`src/source/dz_pkg.sv`:
```
package dz_pkg;

    localparam int matrix_rows = 8;
    localparam int matrix_cols = 8;
    localparam int stage_count = 12;

    typedef logic [$clog2(matrix_rows)-1:0] row_idx_t;
    typedef logic [matrix_cols-1:0]         col_bits_t;    // bit 7 is the leftmost led

    // picture stages in step order
    typedef enum logic [3:0] {
        ring_1,
        ring_2,
        ring_3,
        ring_4,
        ring_5,
        full,
        wave_a,
        wave_b,
        spiral,
        flame,
        drop,
        ember
    } stage_e;

    typedef struct packed {
        row_idx_t  row;
        col_bits_t green;
    } scan_line_t;

    // green pattern per stage, rows 0 to 7
    localparam col_bits_t glyph_table [stage_count][matrix_rows] = '{
        // growing rings
        '{8'b0000_0000, 8'b0000_0000, 8'b0001_1000, 8'b0011_1100,
          8'b0011_1100, 8'b0001_1000, 8'b0000_0000, 8'b0000_0000},
        '{8'b0000_0000, 8'b0000_0000, 8'b0011_1000, 8'b0111_1100,
          8'b0111_1100, 8'b0011_1000, 8'b0000_0000, 8'b0000_0000},
        '{8'b0000_0000, 8'b0000_0000, 8'b0011_1100, 8'b0111_1110,
          8'b0111_1110, 8'b0011_1100, 8'b0000_0000, 8'b0000_0000},
        '{8'b0000_0000, 8'b0011_1100, 8'b0111_1110, 8'b0111_1110,
          8'b0111_1110, 8'b0111_1110, 8'b0011_1100, 8'b0000_0000},
        '{8'b0011_1100, 8'b0111_1110, 8'b1111_1111, 8'b1111_1111,
          8'b1111_1111, 8'b1111_1111, 8'b0111_1110, 8'b0011_1100},
        // full
        '{8'b1111_1111, 8'b1111_1111, 8'b1111_1111, 8'b1111_1111,
          8'b1111_1111, 8'b1111_1111, 8'b1111_1111, 8'b1111_1111},
        // wave_a, wave_b
        '{8'b1100_0011, 8'b1110_0011, 8'b1111_0001, 8'b1110_0011,
          8'b1100_0111, 8'b1110_0111, 8'b1111_0111, 8'b1111_1011},
        '{8'b0000_0000, 8'b0000_0001, 8'b1000_0001, 8'b1100_0011,
          8'b1000_0011, 8'b1100_0111, 8'b1110_0111, 8'b1111_0011},
        // spiral
        '{8'b0000_0000, 8'b0011_1000, 8'b0100_0100, 8'b0101_1010,
          8'b0100_1010, 8'b0011_0010, 8'b1100_0100, 8'b0011_1000},
        // flame
        '{8'b0000_0000, 8'b0000_0000, 8'b0110_0000, 8'b1111_1100,
          8'b0011_1111, 8'b0011_1110, 8'b0001_1100, 8'b0000_0000},
        // drop
        '{8'b0000_0000, 8'b0000_0000, 8'b0001_1000, 8'b0011_1100,
          8'b0111_1110, 8'b0111_1110, 8'b0010_0100, 8'b0000_0000},
        // ember, top left corner only
        '{8'b1110_0000, 8'b0110_0000, 8'b0000_0000, 8'b0000_0000,
          8'b0000_0000, 8'b0000_0000, 8'b0000_0000, 8'b0000_0000}
    };

endpackage

```
`src/source/dz_display_top.sv`:
```
`timescale 1ns/1ns

module dz_display_top (
    input  logic             clk,
    input  logic             rst,
    input  logic             st,
    input  logic             step,
    input  logic             temp,
    output dz_pkg::col_bits_t row,
    output dz_pkg::col_bits_t colg,
    output dz_pkg::col_bits_t colr
);

    import dz_pkg::*;

    stage_e     stage;
    scan_line_t line;
    logic       blank;

    stage_sequencer u_seq (
        .clk   (clk),
        .rst   (rst),
        .st    (st),
        .step  (step),
        .stage (stage)
    );

    // glyph lookup and row scan
    frame_buffer u_fb (
        .clk   (clk),
        .rst   (rst),
        .st    (st),
        .stage (stage),
        .line  (line),
        .blank (blank)
    );

    matrix_scan u_scan (
        .clk   (clk),
        .rst   (rst),
        .temp  (temp),
        .line  (line),
        .blank (blank),
        .row   (row),
        .colg  (colg),
        .colr  (colr)
    );

endmodule

```
`src/source/frame_buffer.sv`:
```
`timescale 1ns/1ns

module frame_buffer (
    input  logic              clk,
    input  logic              rst,
    input  logic              st,
    input  dz_pkg::stage_e     stage,
    output dz_pkg::scan_line_t line,
    output logic              blank
);

    import dz_pkg::*;

    localparam row_idx_t last_row = row_idx_t'(matrix_rows - 1);

    row_idx_t   row_cnt;
    logic       frame_end;
    stage_e     shown_stage;
    col_bits_t  green_lookup;
    scan_line_t line_next;
    scan_line_t line_q;
    logic       blank_q;

    assign frame_end = (row_cnt == last_row);

    // row scan counter, one row per clock
    always_ff @(posedge clk or posedge rst)
    begin
        if (rst)
        begin
            row_cnt <= '0;
        end
        else if (frame_end)
        begin
            row_cnt <= '0;
        end
        else
        begin
            row_cnt <= row_cnt + row_idx_t'(1);
        end
    end

    // picture only changes between frames
    always_ff @(posedge clk or posedge rst)
    begin
        if (rst)
        begin
            shown_stage <= ring_1;
        end
        else if (frame_end)
        begin
            shown_stage <= stage;
        end
    end

    function automatic col_bits_t glyph_row(input stage_e s, input row_idx_t r);
        col_bits_t bits;
        if (int'(s) < stage_count)
        begin
            bits = glyph_table[s][r];
        end
        else
        begin
            bits = '0;    // unused encodings stay dark
        end
        return bits;
    endfunction

    assign green_lookup = glyph_row(shown_stage, row_cnt);

    always_comb
    begin
        line_next.row   = row_cnt;
        line_next.green = green_lookup;
    end

    always_ff @(posedge clk or posedge rst)
    begin
        if (rst)
        begin
            line_q <= '0;
        end
        else
        begin
            line_q <= line_next;
        end
    end

    // blank follows st, aligned with the line register
    always_ff @(posedge clk or posedge rst)
    begin
        if (rst)
        begin
            blank_q <= 1'b1;
        end
        else
        begin
            blank_q <= ~st;
        end
    end

    assign line  = line_q;
    assign blank = blank_q;

endmodule

```
`src/source/matrix_scan.sv`:
```
`timescale 1ns/1ns

module matrix_scan (
    input  logic              clk,
    input  logic              rst,
    input  logic              temp,
    input  dz_pkg::scan_line_t line,
    input  logic              blank,
    output dz_pkg::col_bits_t  row,
    output dz_pkg::col_bits_t  colg,
    output dz_pkg::col_bits_t  colr
);

    import dz_pkg::*;

    col_bits_t row_sel;
    col_bits_t green_gated;
    col_bits_t red_next;
    col_bits_t row_q;
    col_bits_t colg_q;
    col_bits_t colr_q;

    // one-cold row select, low bit is row 0
    function automatic col_bits_t row_decode(input row_idx_t r);
        col_bits_t sel;
        sel = '1;
        sel[r] = 1'b0;
        return sel;
    endfunction

    assign row_sel = row_decode(line.row);

    always_comb
    begin
        green_gated = blank ? '0 : line.green;
        red_next    = temp ? green_gated : '0;    // red overlays the green leds
    end

    always_ff @(posedge clk or posedge rst)
    begin
        if (rst)
        begin
            row_q  <= '1;    // all rows off
            colg_q <= '0;
            colr_q <= '0;
        end
        else
        begin
            row_q  <= row_sel;
            colg_q <= green_gated;
            colr_q <= red_next;
        end
    end

    assign row  = row_q;
    assign colg = colg_q;
    assign colr = colr_q;

endmodule

```
`src/source/stage_sequencer.sv`:
```
`timescale 1ns/1ns

module stage_sequencer (
    input  logic          clk,
    input  logic          rst,
    input  logic          st,
    input  logic          step,
    output dz_pkg::stage_e stage
);

    import dz_pkg::*;

    stage_e stage_q;
    stage_e stage_next;

    // successor in step order, ember wraps
    function automatic stage_e succ(input stage_e s);
        stage_e n;
        if (s == ember)
        begin
            n = ring_1;
        end
        else
        begin
            n = stage_e'(s + 4'd1);
        end
        return n;
    endfunction

    always_comb
    begin
        stage_next = stage_q;
        if (!st)
        begin
            stage_next = ring_1;    // held at the first picture
        end
        else if (step)
        begin
            stage_next = succ(stage_q);
        end
    end

    always_ff @(posedge clk or posedge rst)
    begin
        if (rst)
        begin
            stage_q <= ring_1;
        end
        else
        begin
            stage_q <= stage_next;
        end
    end

    assign stage = stage_q;

endmodule

```
`config.mk`:
```
export PLATFORM = sky130hd
export DESIGN_NAME = dz_display_top
export DESIGN_NICKNAME = d
export VERILOG_FILES = /design/src/source/dz_pkg.sv /design/src/source/dz_display_top.sv /design/src/source/frame_buffer.sv /design/src/source/matrix_scan.sv /design/src/source/stage_sequencer.sv
export SDC_FILE = /design/constraint.sdc
export NUM_CORES = 1
export LEC_CHECK = 0
export ABC_AREA = 1
export ABC_CLOCK_PERIOD_IN_PS = 4700
export BUFFER_PORTS_ARGS = -buffer_cell sky130_fd_sc_hd__buf_2
export CORE_UTILIZATION = 42
export CTS_BUF_LIST = sky130_fd_sc_hd__clkbuf_4 sky130_fd_sc_hd__clkbuf_8
export DETAILED_ROUTE_END_ITERATION = 16
export PLACE_DENSITY = 0.58
export SLEW_MARGIN = 20
export SYNTH_ARGS = -nofsm -noshare
export SYNTH_HDL_FRONTEND = slang
export SYNTH_SLANG_ARGS = --single-unit
```
`constraint.sdc`:
```
create_clock -name clk -period 4.7 [get_ports clk]
set_input_delay 0.94 -clock clk [delete_from_list [all_inputs] [get_ports clk]]
set_output_delay 0.94 -clock clk [all_outputs]
set_load 0.01 [all_outputs]
```
==> flow_summary.yaml, run 1 <==
outcome:
  status: "complete, no violations"
logic_synthesis:
  syn_area_um2: 2450
  synth_flop_cell: "dfrtp_1"
  async_flop_share_pct: 100
  syn-mean-instance-area_um2: 8.01
  synthTopCellsByCount: "nand2_1, dfrtp_1, inv_1"
  synth_edf_count: 0
  synth_seq_cells: 47
  ys_types: 29
  synth_top_area_share_pct: 38.8
  mappedNetlistNets: 324
  syn_inst: 306
  yosysTopAreaCell: "dfrtp_1"
  ys_top_cells_by_area: "dfrtp_1, nand2_1, dfstp_2, ha_1, nand3_1"
  yosysSeqAreaShare_pct: 48.4
  post-synth-top-count-cell: "nand2_1"
  ys_warn_count: 0
die:
  die_h_um: 78.4
  rows: 27
  die_w_um: 78.4
  dieArea_um2: 6150
  initial_utilization_pct: 44.0
  io_pins: 29
  coreArea_um2: 5570
setup_path:
  r2r-end: "u_fb.line[1]"
  end_kind: "flip-flop"
  critPathKind: "flip-flop to flip-flop"
  ff2ff_setup_slack_ns: 2.69
  r2r_start: "u_fb.row_cnt[0]"
  critPathLaunchType: "flip-flop"
  critPathLaunch: "u_fb.row_cnt[0]"
  worst_ep_arrival_time_ns: 2.21
  crit_end: "u_fb.line[1]"
  cp_max_fo: 26
  reg2regPathDepth: 6
  worstPathRequired_ns: 4.90
cells_and_area:
  multi_input_area_um2: 1060
  fin_nets: 346
  regArea_um2: 1190
  antenna_cells: 0
  fillers: 562
  drive_above_1_share_pct: 16.7
  instances_no_fill: 401
  syn_to_final_growth_pct: 10.8
timing:
  fin_skew_ns: 0.0135
  setup_viol: 0
  drv_slew: 0
  fin_crit_ns: 2.01
  fin_tns_setup_ns: 0
  grt_setup_unrepaired: "false"
  max_freq_mhz: 497
  slew_headroom_pct: 37.4
  min_period_over_period_pct: 42.8
  hold_viol_final: 0
  max_slew.worst_pin.slew_ns: 0.938
route:
  routed_wirelength_um: 4940
  first_pass_iters: 4
  drtAntennaViolNets: 0
  drt-initial-drc-count: 90
  num_vias: 2006
  wl_per_cell_um: 12.3
  via_per_inst: 5.00
  drc_errors: 0
clock_network:
  cts.sinks: 47
  htree_levels: 2
  ctsResizeCount: 0
  clkTransAtPathRegs_ns: 0.10
  clkLatencyLatePin_ns: 0.31
  cts_setup_buffers: 0
  clock-root-buffer: "clkbuf_8"
  cts_hold_buffers: 0
  cts_tree: "yes"
  numCtsBuffers: 5
  cts.path.max_buffers: 2
power_and_ir_drop:
  powerDensity_nw_per_um2: 341
  p_leak_uw: 0.00143
  vdd_drop_max_mv: 0.141
place:
  io_buffers: 28
  place.gp.congestion: 0.904
  dpl.hpwl_um: 3550
  dp.cells: 393
grt:
  grt_max_degree: 48
  antenna_found_initial: 0
  grt_remaining_overflow: 0
  grt_usage_pct: 17.9
  grt_pass1_vias: 1770
  grt_pass1_wl_um: 8400
run:
  maxCapViolations: 0
worst_hold_path:
  hp-class: "flip-flop to flip-flop"
-- logic make-up after synthesis --
| group | after synthesis | synth area share (%) |
|---|---|---|
| compound gates | 42 | 9.29 |
| flops | 47 | 48.4 |
| simple gates | 157 | 27.2 |
| fa+ha+maj | 13 | 6.63 |
| buf+inv | 47 | 8.47 |
-- sequential cells by signal, summed over array words and instances, names as in the netlist --
register	flops
u_fb.blank	1
u_fb.line	11
u_fb.row_cnt	3
u_fb.shown_stage	4
u_scan.colg	8
u_scan.colr	8
u_scan.row	8
u_seq.stage	4
-- power breakdown --
part | switching [uW] | internal, uW | leakage [uW] | total [uW]
clock network | 142 | 158 | 0.0000581 | 300
logic | 115 | 61.2 | 0.000759 | 176
registers | 23.8 | 427 | 0.000617 | 451
total | 280 | 647 | 0.00143 | 927
-- how the worst min path moves through the flow --
stage / from / end / slack [ns] / cells past startpoint
floorplan: u_fb.row_cnt[2] / u_fb.line[10] / 0.37 / 0
global placement: u_fb.line[7] / u_scan.colg[7] / 0.45 / 2
detailed placement: u_fb.line[7] / u_scan.colg[7] / 0.46 / 2
CTS: u_fb.line[7] / u_scan.colg[7] / 0.48 / 2
global route: u_fb.line[7] / u_scan.colg[7] / 0.52 / 2
finish: u_fb.line[7] / u_scan.colg[7] / 0.47 / 2
-- critical path, cell delays in order, from the launching register on --
cell and delay, ns:
dfrtp_1 0.88, inv_2 0.29, nor2_1 0.25, o21ai_0 0.12, nand3_1 0.11, o211ai_1 0.09
and2_1 0.15
-- layout make-up --
class                      count  area share, %
sequential                    47           43.7
inverter                      34           4.79
clock buffer                   5           2.53
timing repair buffer          28           5.16
tap                           72           3.31
clock inverter                 3           1.61
multi-input combinational    212           38.9
-- stage by stage --
step / instance area (um^2) / util (%) / power [uW] / setup slack [ns] / hold slack, ns
after floorplan: 2450 / - / 585 / 2.66 / 0.375
after global placement: 2610 / 46.7 / 633 / 2.78 / 0.455
after detailed placement: 2610 / 46.7 / 633 / 2.79 / 0.457
after CTS: 2720 / 48.8 / 933 / 2.77 / 0.478
after global routing: 2720 / 48.8 / 983 / 2.61 / 0.520
final: 2720 / 48.8 / 927 / 2.69 / 0.472
-- layer usage --
metal	GRT usage, %	share of wire [%]	vias up
met3	3.14	6.5	15
met1	23.7	45	909
met5	0	0	-
li1	-	-	1012
met2	28.9	45	70
met4	7.59	3.0	0
-- cell usage in the layout (no fill, tap or decap), types with 2 or more instances in the layout --
master,instances
a21oi_1,19
buf_2,28
clkbuf_8,5
dfrtp_1,38
dfstp_2,9
ha_1,13
inv_1,30
inv_2,3
nand2_1,91
nand3_1,25
nand4_1,2
nor2_1,24
nor3_1,8
o211ai_1,3
o21ai_0,15
o22ai_1,2
Note: power is estimated with default switching activity, not from simulation.
==> run 2: changes to the inputs <==
Settings changed: ABC_CLOCK_PERIOD_IN_PS 4700 to 2000.
Clock period 4.7 ns to 2 ns, I/O delays scaled along.
==> flow_summary.yaml, run 2 (synthesis results as in run 1) <==
power_and_ir_drop:
  p_sw_uw: 652
  vdd_drop_max_mv: 0.421
  p_leak_uw: 0.00144
  powerDensity_nw_per_um2: 748
  power.clock.fraction_pct: 28.1
  p_int_uw: 1390
  finalPower_uw: 2050
  power_frac_seq_pct: 51.6
  power_frac_comb_pct: 20.3
  switching_share_pct: 31.9
place:
  io_buffers: 28
  dpl.hpwl_um: 3680
  place.gp.congestion: 0.861
setup_path:
  critPathLaunchType: "flip-flop"
  r2r-end: "u_fb.line[1]"
  crit_end: "u_fb.line[1]"
  critPathLaunch: "u_fb.shown_stage[1]"
  reg2regPathDepth: 9
  r2r_start: "u_fb.shown_stage[1]"
  worstPathRequired_ns: 2.20
  cp_max_fo: 7
  ff2ff_setup_slack_ns: 0.26
  worst_ep_arrival_time_ns: 1.94
  end_kind: "flip-flop"
  critPathKind: "flip-flop to flip-flop"
cells_and_area:
  drive_above_1_share_pct: 17.4
  fillers: 553
  regArea_um2: 1190
  syn_to_final_growth_pct: 11.6
  fin_nets: 350
  mostFrequentLayoutCells: "nand2_1, dfrtp_1, inv_1"
  antenna_cells: 0
  multi_input_area_um2: 1060
  layout_commonest_cell: "nand2_1"
  largest_reg_flops: 11
route:
  first_pass_iters: 4
  drtAntennaViolNets: 0
  drt-initial-drc-count: 135
  routed_wirelength_um: 4990
  drc_errors: 0
  wl_per_cell_um: 12.3
  num_vias: 2000
  via_per_inst: 4.94
die:
  initial_utilization_pct: 44.0
  io_pins: 29
  rows: 27
  die_w_um: 78.4
  coreArea_um2: 5570
  dieArea_um2: 6150
  die_h_um: 78.4
grt:
  antenna_found_initial: 0
  grt_pass1_vias: 1924
  grt_remaining_overflow: 0
  grt_pass1_wl_um: 8890
  grt_usage_pct: 18.4
  grt_max_degree: 28
clock_network:
  cts.path.max_buffers: 2
  clock-root-buffer: "clkbuf_8"
  clkLatencyLatePin_ns: 0.31
  clkTransAtPathRegs_ns: 0.10
  htree_levels: 2
  cts_tree: "yes"
  cts_setup_buffers: 0
  cts.sinks: 47
  numCtsBuffers: 5
  cts_hold_buffers: 0
  ctsResizeCount: 0
run:
  maxCapViolations: 0
timing:
  min_period_over_period_pct: 86.8
  max_slew.worst_pin.slew_ns: 0.453
  drv_slew: 0
  slew_headroom_pct: 69.8
  grt_setup_unrepaired: "false"
  max_freq_mhz: 576
  fin_tns_setup_ns: 0
  hold_viol_final: 0
  setup_viol: 0
  fin_crit_ns: 1.74
  fin_skew_ns: 0.0111
outcome:
  status: "complete, no violations"
worst_hold_path:
  hp-class: "input port to async pin"
-- run 2: cell count changes in the layout (fill, tap and decap cells not counted), sizes merged --
cell      before  now
buf           28   32
bufinv         1    0
clkinvlp       0    1
-- run 2: metrics by stage --
step	setup WS, ns	cells	area (um^2)	hold WS (ns)	utilization (%)
floorplan	0.489	306	2450	0.375	-
global placement	0.349	397	2650	0.430	47.5
detailed placement	0.296	397	2650	0.425	47.5
CTS	0.276	405	2740	0.107	49.1
global route	0.0844	405	2740	0.140	49.1
finish	0.264	405	2740	0.0880	49.1
-- run 2: worst min path at each step --
stage / startpoint / end
finish: rst / u_seq.stage[1]
detailed placement: u_fb.row_cnt[1] / u_fb.line[9]
global route: rst / u_fb.shown_stage[3]
global placement: u_fb.row_cnt[1] / u_fb.line[9]
floorplan: u_fb.row_cnt[2] / u_fb.line[10]
CTS: rst / u_seq.stage[1]
-- run 2: cell type report --
class | count | area share, %
clock buffers | 5 | 2.51
repair buffers | 32 | 6.68
flip-flops and latches | 47 | 43.4
multi-input cells | 212 | 38.6
well taps | 72 | 3.29
clock inverters | 3 | 0.732
inverters | 34 | 4.76
-- run 2: critical path, cell delays in order (launching register included) --
cell and delay (ns):
dfrtp_1 0.46, inv_1 0.17, ha_1 0.24, nand2_1 0.11, inv_1 0.07, nor2_1 0.15, o21ai_0 0.13, nand3_1 0.10
o211ai_1 0.07, and2_1 0.14
-- run 2: layer usage --
| metal | track usage, % | vias to the layer above | wire length [um] |
|---|---|---|---|
| li1 | - | 1025 | - |
| met1 | 24.1 | 914 | 2330 |
| met2 | 30.6 | 55 | 2360 |
| met3 | 2.91 | 6 | 217 |
| met4 | 7.22 | 0 | 75 |
| met5 | 0 | - | 0 |
-- run 2: power by group through the flow --
stage | clock (uW) | sequential (uW) | combinational, uW
finish | 575 | 1060 | 415
global route | 632 | 1070 | 478
CTS | 597 | 1060 | 415
detailed placement | 0 | 1080 | 412
global placement | 0 | 1070 | 411
floorplan | 0 | 1060 | 314
